$ cat src/verilog/sv32_pkg.sv
// Sv32 formats only; physical page numbers are cut to 20 bits, so walks reach the low 4 GiB
package sv32_pkg;

  typedef logic [31:0] xlen_t;

  localparam int PAGE_OFFSET_BITS      = 12;
  localparam int VPN_PART_BITS         = 10;
  localparam int VPN_BITS              = 2 * VPN_PART_BITS;
  localparam int PTE_SHIFT             = 2;
  localparam int PTE_PPN_SHIFT         = 10;
  localparam int PTE_ALIGNED_PPN_SHIFT = 10;

  // pte flag bit positions
  localparam int PTE_V = 0;
  localparam int PTE_R = 1;
  localparam int PTE_W = 2;
  localparam int PTE_X = 3;
  localparam int PTE_U = 4;
  localparam int PTE_G = 5;
  localparam int PTE_A = 6;
  localparam int PTE_D = 7;

  // flags plus the two rsw bits
  localparam xlen_t PTE_FLAGS_MASK = 32'h0000_03ff;

  localparam int SATP_MODE_BIT  = 31;
  localparam int SATP_ASID_BITS = 9;
  localparam int SATP_PPN_BITS  = 22;

  typedef logic [VPN_PART_BITS-1:0]  vpn_part_t;
  typedef logic [VPN_BITS-1:0]       vpn_t;
  typedef logic [SATP_ASID_BITS-1:0] asid_t;
  typedef logic [SATP_PPN_BITS-1:0]  ppn_t;

  function automatic logic satp_mode(xlen_t satp);
    return satp[SATP_MODE_BIT];
  endfunction

  function automatic asid_t satp_asid(xlen_t satp);
    return satp[SATP_PPN_BITS +: SATP_ASID_BITS];
  endfunction

  function automatic ppn_t satp_ppn(xlen_t satp);
    return satp[SATP_PPN_BITS-1:0];
  endfunction

  function automatic vpn_t va_vpn(xlen_t va);
    return va[PAGE_OFFSET_BITS +: VPN_BITS];
  endfunction

  // level 1 picks vpn[1], level 0 picks vpn[0]
  function automatic vpn_part_t vpn_part(vpn_t vpn, logic level);
    return level ? vpn[VPN_PART_BITS +: VPN_PART_BITS] : vpn[VPN_PART_BITS-1:0];
  endfunction

  function automatic ppn_t pte_ppn(xlen_t pte);
    return pte[PTE_PPN_SHIFT +: SATP_PPN_BITS];
  endfunction

  // top two ppn bits fall off here
  function automatic xlen_t ppn_to_addr(ppn_t ppn);
    return xlen_t'({ppn, {PAGE_OFFSET_BITS{1'b0}}});
  endfunction

  // r, w and x all clear means next-level pointer
  function automatic logic pte_is_pointer(xlen_t pte);
    return !pte[PTE_R] && !pte[PTE_W] && !pte[PTE_X];
  endfunction

endpackage

$ cat src/verilog/mmu_pkg.sv
// MMU implementation types; tag layout and walker states depend on the Sv32 widths
package mmu_pkg;

  // tag is {vpn, asid}, so asid sits in the low bits
  localparam int TLB_TAG_BITS = sv32_pkg::VPN_BITS + sv32_pkg::SATP_ASID_BITS;

  typedef logic [TLB_TAG_BITS-1:0] tlb_tag_t;

  function automatic tlb_tag_t make_tag(sv32_pkg::vpn_t vpn, sv32_pkg::asid_t asid);
    return {vpn, asid};
  endfunction

  function automatic sv32_pkg::vpn_t tag_vpn(tlb_tag_t tag);
    return tag[sv32_pkg::SATP_ASID_BITS +: sv32_pkg::VPN_BITS];
  endfunction

  typedef enum logic [1:0] {
    st_idle,
    st_lookup,
    st_fetch
  } walk_state_t;

  localparam int NUM_TLBS = 2;

  typedef logic [$clog2(NUM_TLBS)-1:0] tlb_idx_t;

  // instruction fetches go to the itlb
  localparam tlb_idx_t TLB_DTLB = 1'b0;
  localparam tlb_idx_t TLB_ITLB = 1'b1;

endpackage

$ cat src/verilog/tlb_if.sv
// walker to TLB link; lookup answers in the same cycle, fill takes effect on the clock edge
`timescale 1ns/10ps
`default_nettype none

interface tlb_if;
  import sv32_pkg::*;
  import mmu_pkg::*;

  // lookup request, walker side
  logic     lookup_valid;
  tlb_tag_t tag;

  // lookup answer, combinational
  logic  hit;
  xlen_t rd_pte;

  // fill, same tag as the lookup
  logic  wr_en;
  xlen_t wr_pte;

  modport walker (
    output lookup_valid,
    output tag,
    output wr_en,
    output wr_pte,
    input  hit,
    input  rd_pte
  );

  modport tlb (
    input  lookup_valid,
    input  tag,
    input  wr_en,
    input  wr_pte,
    output hit,
    output rd_pte
  );

endinterface

`default_nettype wire
$ cat src/verilog/tlb_assoc.sv
// ENTRIES must be a power-of-two multiple of WAYS with at most 512 sets; flush wins over fill
`timescale 1ns/10ps
`default_nettype none

module tlb_assoc #(
  parameter int ENTRIES = 64,
  parameter int WAYS    = 4
) (
  input wire logic clk,
  input wire logic resetn,
  input wire logic flush_i,
  tlb_if.tlb       tlb
);
  import sv32_pkg::*;
  import mmu_pkg::*;

  localparam int SETS     = ENTRIES / WAYS;
  localparam int SET_BITS = (SETS > 1) ? $clog2(SETS) : 1;
  localparam int WAY_BITS = (WAYS > 1) ? $clog2(WAYS) : 1;
  // age 0 is most recent, AGE_MAX the eviction candidate
  localparam logic [WAY_BITS-1:0] AGE_MAX = WAY_BITS'(WAYS - 1);

  // payload storage, no reset
  tlb_tag_t tag_q [SETS][WAYS];
  xlen_t    pte_q [SETS][WAYS];

  // control state
  logic [WAYS-1:0]     valid_q [SETS];
  logic [WAY_BITS-1:0] age_q   [SETS][WAYS];

  logic [SET_BITS-1:0] set_idx;
  vpn_t                tag_vpn_bits;
  logic [WAYS-1:0]     match;
  logic                any_match;
  logic [WAY_BITS-1:0] hit_way;
  logic [WAY_BITS-1:0] victim;
  logic [WAY_BITS-1:0] touch_way;
  logic [WAY_BITS-1:0] touch_ref;
  logic                touch;

  // low tag bits are asid, xor in low vpn bits so one asid spreads over all sets
  always_comb begin
    tag_vpn_bits = tag_vpn(tlb.tag);
    if (SETS > 1) begin
      set_idx = tlb.tag[SET_BITS-1:0] ^ tag_vpn_bits[SET_BITS-1:0];
    end else begin
      set_idx = '0;
    end
  end

  // parallel compare of every way in the set
  always_comb begin
    match   = '0;
    hit_way = '0;
    for (int w = 0; w < WAYS; w++) begin
      if (valid_q[set_idx][w] && (tag_q[set_idx][w] == tlb.tag)) begin
        match[w] = 1'b1;
        hit_way  = WAY_BITS'(w);
      end
    end
  end

  assign any_match  = |match;
  assign tlb.hit    = tlb.lookup_valid && any_match;
  assign tlb.rd_pte = pte_q[set_idx][hit_way];

  // oldest way first, any invalid way overrides, lowest index wins
  always_comb begin
    victim = '0;
    for (int w = 0; w < WAYS; w++) begin
      if (age_q[set_idx][w] == AGE_MAX) begin
        victim = WAY_BITS'(w);
      end
    end
    for (int w = WAYS - 1; w >= 0; w--) begin
      if (!valid_q[set_idx][w]) begin
        victim = WAY_BITS'(w);
      end
    end
  end

  // refill of a present tag reuses its way
  assign touch     = tlb.wr_en || tlb.hit;
  assign touch_way = (tlb.wr_en && !any_match) ? victim : hit_way;
  // an invalid way counts as oldest, so every valid way ages
  assign touch_ref = valid_q[set_idx][touch_way] ? age_q[set_idx][touch_way] : AGE_MAX;

  always_ff @(posedge clk) begin
    if (!resetn || flush_i) begin
      for (int s = 0; s < SETS; s++) begin
        valid_q[s] <= '0;
        for (int w = 0; w < WAYS; w++) begin
          age_q[s][w] <= '0;
        end
      end
    end else if (touch) begin
      for (int w = 0; w < WAYS; w++) begin
        if (WAY_BITS'(w) == touch_way) begin
          age_q[set_idx][w] <= '0;
        end else if (valid_q[set_idx][w] && (age_q[set_idx][w] < touch_ref)) begin
          age_q[set_idx][w] <= age_q[set_idx][w] + 1'b1;
        end
      end
      if (tlb.wr_en) begin
        valid_q[set_idx][touch_way] <= 1'b1;
      end
    end
  end

  always_ff @(posedge clk) begin
    if (tlb.wr_en) begin
      tag_q[set_idx][touch_way] <= tlb.tag;
      pte_q[set_idx][touch_way] <= tlb.wr_pte;
    end
  end

endmodule

`default_nettype wire

$ cat src/flat_wrapper.sv
// flat-port wrapper written by rule: the top's interface ports become plain ports
module tlb_assoc_flat import sv32_pkg::*; import mmu_pkg::*;
#(
  parameter int ENTRIES = 64,
  parameter int WAYS    = 4
)
  (clk, resetn, flush_i, tlb_lookup_valid, tlb_tag, tlb_wr_en, tlb_wr_pte, tlb_hit, tlb_rd_pte);
  tlb_if tlb_i ();
  input wire logic clk;
  input wire logic resetn;
  input wire logic flush_i;
  input wire logic [$bits(tlb_i.lookup_valid)-1:0] tlb_lookup_valid;
  input wire logic [$bits(tlb_i.tag)-1:0] tlb_tag;
  input wire logic [$bits(tlb_i.wr_en)-1:0] tlb_wr_en;
  input wire logic [$bits(tlb_i.wr_pte)-1:0] tlb_wr_pte;
  output wire logic [$bits(tlb_i.hit)-1:0] tlb_hit;
  output wire logic [$bits(tlb_i.rd_pte)-1:0] tlb_rd_pte;
  assign tlb_i.lookup_valid = tlb_lookup_valid;
  assign tlb_i.tag = tlb_tag;
  assign tlb_i.wr_en = tlb_wr_en;
  assign tlb_i.wr_pte = tlb_wr_pte;
  assign tlb_hit = tlb_i.hit;
  assign tlb_rd_pte = tlb_i.rd_pte;
  tlb_assoc #(.ENTRIES(ENTRIES), .WAYS(WAYS)) u_core (.clk(clk), .resetn(resetn), .flush_i(flush_i), .tlb(tlb_i));
endmodule
$ cat config.mk
export PLATFORM = sky130hd
export DESIGN_NAME = tlb_assoc_flat
export DESIGN_NICKNAME = d
export VERILOG_FILES = /design/src/verilog/sv32_pkg.sv /design/src/verilog/mmu_pkg.sv /design/src/verilog/tlb_if.sv /design/src/verilog/tlb_assoc.sv /design/src/flat_wrapper.sv
export SDC_FILE = /design/constraint.sdc
export NUM_CORES = 2
export LEC_CHECK = 0
export BUFFER_PORTS_ARGS = -buffer_cell sky130_fd_sc_hd__buf_2
export CAP_MARGIN = 20
export CORE_MARGIN = 2
export CORE_UTILIZATION = 46
export CTS_BUF_LIST = sky130_fd_sc_hd__clkbuf_4 sky130_fd_sc_hd__clkbuf_8
export DETAILED_ROUTE_END_ITERATION = 6
export SETUP_SLACK_MARGIN = 0.2
export SKIP_CTS_REPAIR_TIMING = 1
export SYNTH_ARGS = -nofsm -noshare
export SYNTH_HDL_FRONTEND = slang
export SYNTH_SLANG_ARGS = --single-unit
$ cat constraint.sdc
create_clock -name clk -period 13.21 [get_ports clk]
set_input_delay 2.642 -clock clk [delete_from_list [all_inputs] [get_ports clk]]
set_output_delay 2.642 -clock clk [all_outputs]
set_load 0.01 [all_outputs]
==> Yosys cells after proc, flatten, opt, wreduce, memory -nomap -nowiden <==
Memories as Yosys holds them, arrays and structs flattened.
Index checks and enable logic that the tools add are counted.
{ "totals": {"regBits": 0, "mem_bits_rw": 4096, "inputBits": 66, "output_inout_bits": 33, "wordCells": 138, "mem_count": 4} }
{ "classes": {"add_sub_neg": 4, "magnitude_cmp": 9, "eq_ne": 10, "mux": 84, "bitwise_logic": 7, "n_reduce_logical": 20} }
{ "mem_list": {"columns": ["name", "words", "word_bits", "read_ports", "rd_ports_with_merged_regs", "wr", "line", "source"], "rows": [
  ["u_core.pte_q", 16, 128, 1, 0, 1, "tlb_assoc.sv:25", "xlen_t pte_q [SETS][WAYS];"],
  ["u_core.tag_q", 16, 116, 1, 0, 1, "tlb_assoc.sv:24", "tlb_tag_t tag_q [SETS][WAYS];"],
  ["u_core.age_q", 16, 8, 1, 0, 16, "tlb_assoc.sv:29", "logic [WAY_BITS-1:0] age_q [SETS][WAYS];"],
  ["u_core.valid_q", 16, 4, 1, 0, 16, "tlb_assoc.sv:28", "logic [WAYS-1:0] valid_q [SETS];"]
]} }
{ "op_table": {"columns": ["op", "n"], "rows": [
  ["$mux 128", 1],
  ["$eq 29x29->1", 4],
  ["$mux 116", 1],
  ["$mux 32", 3],
  ["$bmux 32 s2", 1],
  ["$demux 32 s2", 1],
  ["$demux 29 s2", 1],
  ["$mux 1", 49],
  ["$mux 2", 16],
  ["$mux 29", 1],
  ["$mux 4", 6],
  ["$logic_and 1x1->1", 12],
  ["$add 2x1->2 const B", 4],
  ["$lt 2x2->1", 4],
  ["$mux 8", 1],
  ["$reduce_or 4->1", 2],
  ["$reduce_or 8->1", 1],
  ["$eq 2x2->1 const B", 3],
  ["$ge 3x3->1 const B", 2],
  ["$not 2->3", 2],
  ["$bmux 2 s2", 1],
  ["$eq 2x2->1 const A", 2],
  ["$or 1x1->1", 4],
  ["$xor 4x4->4", 1],
  ["other kinds (9)", 11]
]} }

==> Depth between registers and ports, before layout <==
An unclocked memory read counts as a cell.
{ "logic_depth": {"ltp_word": 26, "depth_mapped": 29, "ltp_nobuf": 17} }

==> Least setup slack after synthesis <==
OpenSTA, ideal clock, no wires.
{ "synth_path": {"kind": "input -> register", "start": "in tlb_tag[0]", "end": "mem u_core.pte_q[10][100] (netlist name), enable pin", "setup_ns": 0.482, "arrival_time_ns": 10.048, "required_ns": 12.728, "slack_ns": 2.680, "cell_stages": 26, "path_buffers": 11, "path_cell_list": "buf_4 -> xor2_4 -> buf_6 -> buf_8 -> buf_8 -> buf_6 -> buf_6 -> buf_4 -> buf_4 -> buf_4 -> buf_4 -> mux4_2 -> nand2_1 -> nand2_1 -> o21ai_0 -> inv_1 -> ha_1 -> nand2b_1 -> o21ai_0 -> a21oi_1 -> a211oi_4 -> nor2_1 -> nor2_1 -> nand2_1 -> clkbuf_1 -> nor2_1"} }
{ "synth_via": {"elab_chain_cells": 17, "elab_cells_between_ends": 40, "cone_classes": "2 x order compare; 7 x eq/ne; 18 x mux; 2 x bitwise; 8 x reduce/logical; 3 x memory"} }
{ "synth_rtl": {"columns": ["element", "line", "source"], "rows": [
  ["start, declared", "flat_wrapper.sv:13", "input wire logic [$bits(tlb_i.tag)-1:0] tlb_tag;"],
  ["$xor 4x4->4", "tlb_assoc.sv:45", "set_idx = tlb.tag[SET_BITS-1:0] ^ tag_vpn_bits[SET_BITS-1:0];"],
  ["$mem_v2 16x8", null, null],
  ["$eq 2x2->1", "tlb_assoc.sv:71", "if (age_q[set_idx][w] == AGE_MAX) begin"],
  ["$mux 1", "tlb_assoc.sv:71", null],
  ["$mux 2 (2 in a row)", "tlb_assoc.sv:71", null],
  ["$mux 2 (4 in a row)", "tlb_assoc.sv:76", "if (!valid_q[set_idx][w]) begin"],
  ["$mux 2", "tlb_assoc.sv:84", "assign touch_way = (tlb.wr_en && !any_match) ? victim : hit_way;"],
  ["$not 2->3 (not written as such)", "tlb_assoc.sv:113", "pte_q[set_idx][touch_way] <= tlb.wr_pte;"],
  ["$ge 3x3->1 (not written as such) or $lt 3x1->1 (tied branches)", "tlb_assoc.sv:113", null],
  ["$logic_and 1x1->1 (not written as such)", "tlb_assoc.sv:113", null],
  ["$mux 32 (not written as such)", "tlb_assoc.sv:113", null],
  ["$demux 32 s2", "tlb_assoc.sv:113", null],
  ["$mux 128 (not written as such)", "tlb_assoc.sv:113", null],
  ["end, declared", "tlb_assoc.sv:25", null]
]} }
Parallel ways exist; a longest one is shown, timed or not.

==> Worst setup path in the final report <==
{ "layout_path": {"start": "in tlb_tag[10]", "end": "out tlb_rd_pte[9]"} }
{ "layout_via": {"elab_chain_cells": 11, "elab_cells_between_ends": 17, "cone_classes": "3 x eq/ne; 6 x mux; 2 x bitwise; 3 x reduce/logical; 3 x memory"} }
{ "layout_rtl": {"columns": ["element", "line", "source"], "rows": [
  ["$xor 4x4->4", "tlb_assoc.sv:45", null],
  ["$mem_v2 16x116", null, null],
  ["$eq 29x29->1", "tlb_assoc.sv:56", "if (valid_q[set_idx][w] && (tag_q[set_idx][w] == tlb.tag)) begin"],
  ["$logic_and 1x1->1", "tlb_assoc.sv:56", null],
  ["$mux 1", "tlb_assoc.sv:56", null],
  ["$mux 2 (2 in a row)", "tlb_assoc.sv:56", null],
  ["$not 2->3 (not written as such)", "tlb_assoc.sv:65", "assign tlb.rd_pte = pte_q[set_idx][hit_way];"],
  ["$bmux 32 s2 (*)", "tlb_assoc.sv:65", null],
  ["$mux 32 (not written as such) (*) (2 in a row)", "tlb_assoc.sv:65", null],
  ["end, declared", "flat_wrapper.sv:17", "output wire logic [$bits(tlb_i.rd_pte)-1:0] tlb_rd_pte;"]
]} }
Every way passes the cells marked *; elsewhere a longest branch is shown, timed or not. The select of a mux whose other input is x is not followed.

==> metrics.md <==
| Metric | Value |
|---|---|
| Placed insts | 12800 |
| Final Critical Period | 12150 ps |
| Synth area leaders | edfxtp_1, mux4_2, mux2i_1 |
| Tightest Pin Transition | 1216 ps |
| CTS tree | built |
| CORE AREA | 348900 um^2 |
| CTS sink cnt | 4096 |
| Worst slew margin | 0.1892 |
| Post-Synthesis Cells | 8264 |
| Hold_ws | 464.3 ps |
| Top cell type's share of synthesized area | 0.7521 |
| Final cell count without fillers | 14000 |
| Crit Path Category | input port to output pin |
| Failing checks | design-rule violations |
| Post-synthesis sequential area ratio | 0.7600 |
| Peak supply drop | 0.09419 mV |
| Layout Skew | 82.54 ps |
| Die footprint | 354700 um^2 |
| Setup violators final | 0 |
| Hold depth | 1 |
| Initial Util | 0.4614 |
| Placed wire-length estimate | 248600 um |
| Initial antenna violation count | 28 |
| First-pass GRT wire length | 654800 um |
| Fin Setup TNS | 0 ps |
| Yosys warns | 0 |
| Top-count cell post-synth | edfxtp_1 |
| Critical path peak fanout | 55 |
| Cts bufs inserted | 660 |
| Mapped Nets | 8333 |
| Post-synth ARST share | 0 |
| Final Hold Viols | 0 |
| R2R depth | 15 |
| Synth top cells by count | edfxtp_1, mux4_2, nand2_1 |
| Max-slew violations | 0 |
| Period Utilization, post-route | 0.9194 |
| DR pass1 iterations | 7 |
| Clock buffer depth | 4 |
| Crit path DAT | 9500 ps |
| Clock transition at path regs | 60 ps |
| # rows | 217 |
| DRC | 2 |
| CP endpoint kind | output pin |
| Leakage Power | 58.69 nW |
| Post-Route WL | 466300 um |
| Hold Path Sink | u_core.valid_q[8][1] |
| Vias in the first global route | 88100 |
| Worst setup SP type | input port |
| Die Ht | 595.6 um |
| Antenna Violating Nets Remaining | 0 |
| # Max-Cap Violations | 0 |
| Crit Reg-Reg Startpoint | u_core.tag_q[12][0] |
| Post-synthesis register bit count | 4096 |
| Fmax | 0.08234 GHz |
| Post-Syn Area per Cell | 19.48 um^2 |
| Worst min path class | flop to flop |
| Outcome | complete, but fails checks |
| Routability cong. | 0.8374 |
| Clock latency on the worst-skew pair | 1220 ps |
| RR Endpoint | u_core.pte_q[13][92] |
| Initial DRC Count | 11580 |
| Cell Area, Synth | 161000 um^2 |
| R2R Setup Slk | 6650 ps |
| Hold Crit Start | u_core.valid_q[8][1] |
| Unrepaired setup endpoints after global routing | false |
| Power density over the cells | 151.1 nW/um^2 |
| Largest net degree at the start of global routing | 130 |
| Routed vias/inst | 6.218 |
| Layout cell share with drive strength beyond 1 | 0.2604 |
| Overall routing resource usage | 0.2594 |
| CP Data Required Time | 10570 ps |
| Clk root buf | clkbuf_8 |
| Top_reg_cell synth | edfxtp_1 |
| Leading area contributor after synthesis | edfxtp_1 |
| Synthesis-to-layout area growth | 12.88% |
| Post-synth EDFFs | 4032 |
| Die width | 595.6 um |
| I/O Buffers | 98 |
| Via count | 87050 |
| Htree depth | 6 |
| Synth cell types | 97 |
| WL/cell | 33.31 um |
| # IOs | 99 |
| Gr ovfl total | 0 |
| Layout Utilization | 0.5209 |
| Final net count | 8951 |
==> through the flow <==
stage | worst slack, ps | instance area, um^2 | total power, W
after floorplan | 2680 | 161000 | 0.01625
after global placement | 796.9 | 168500 | 0.01712
after detailed placement | 1261 | 168600 | 0.01715
after CTS | 1241 | 181200 | 0.02762
after global routing | 969.8 | 181700 | 0.02833
final | 1064 | 181700 | 0.02746
==> worst max-delay path: stages <==
cell and delay (ps):
buf_4 540, xor2_4 720, buf_4 660, mux4_2 590
mux2i_1 180, xor2_1 180, nand4_1 120, o41ai_1 460
buf_2 270, buf_4 130, nor4bb_1 200, nand4_1 640
nand2_1 450, buf_4 350, mux2i_1 120, nand2_1 80
o21ai_0 150, o21ai_0 580, buf_2 260
==> metal layers <==
metal  part of all wire  global-route usage
met5           0.000058                   0
met4              0.034             0.08713
met3              0.095             0.05002
met2               0.47              0.4077
met1               0.40              0.3660
==> sequential cells by signal, indices dropped and copies added, names as in the netlist <==
register	count
u_core.tag_q	1856
u_core.age_q	128
u_core.valid_q	64
u_core.pte_q	2048
==> area by class of cell <==
cell class	instances	area, um^2
Timing Repair Buffer	442	4227
Multi-Input combinational cell	3667	36720
Sequential cell	4096	122400
Tap cell	4599	5754
Fill cell	27510	167200
Clock buffer	896	10920
Clock inverter	264	1648
Inverter	15	56.30
Antenna cell	20	50.05
==> how the worst max path moves through the flow <==
| stage | start | to | slack, ps |
|---|---|---|---|
| detailed placement | tlb_tag[10] | tlb_rd_pte[26] | 1260 |
| finish | tlb_tag[10] | tlb_rd_pte[9] | 1060 |
| CTS | tlb_tag[10] | tlb_rd_pte[26] | 1240 |
| global placement | tlb_tag[10] | tlb_rd_pte[26] | 800 |
| global route | tlb_tag[10] | tlb_rd_pte[9] | 970 |
| floorplan | tlb_tag[0] | u_core.pte_q[10][100] | 2680 |
==> power by group <==
part / internal (W) / switching [W]
logic: 0.000908 / 0.00155
clock network: 0.00553 / 0.00503
registers: 0.0144 / 0.0000298
total: 0.0208 / 0.00662
==> kinds of logic (layout without fill, tap and decap cells) <==
family	count (synthesis)	in the layout	share of synthesized area
AO/OA/AOI/OAI	564	564	0.02476
XOR/XNOR	165	165	0.009466
adder cells (fa/ha/maj)	4	4	0.0003031
buffers and inverters	501	1617	0.01555
flip-flops	4096	4096	0.7600
multiplexers	1224	1224	0.1420
other	0	20	0
AND/OR/NAND/NOR	1710	1710	0.04784
==> cells in the final DEF (no fill, tap or decap), drive strengths merged, types with 7 or more instances in the layout <==
cell,instances
and3,75
nor2,307
xor2,72
or3,8
dfxtp,64
o21ai,123
nand3,301
mux4,848
a22o,14
nand4,79
a211oi,13
nor2b,12
nor4,12
a311o,19
nand4b,9
a22oi,127
or4,12
bufinv,7
o21a,50
nand2,826
nor3,22
a32oi,15
buf,441
inv,51
xnor2,93
clkbuf,897
clkinvlp,13
clkinv,208
edfxtp,4032
a21oi,68
o211ai,14
mux2i,373
a31oi,59
diode,20
nand2b,8
No activity file was read; power rests on OpenSTA's default activity.
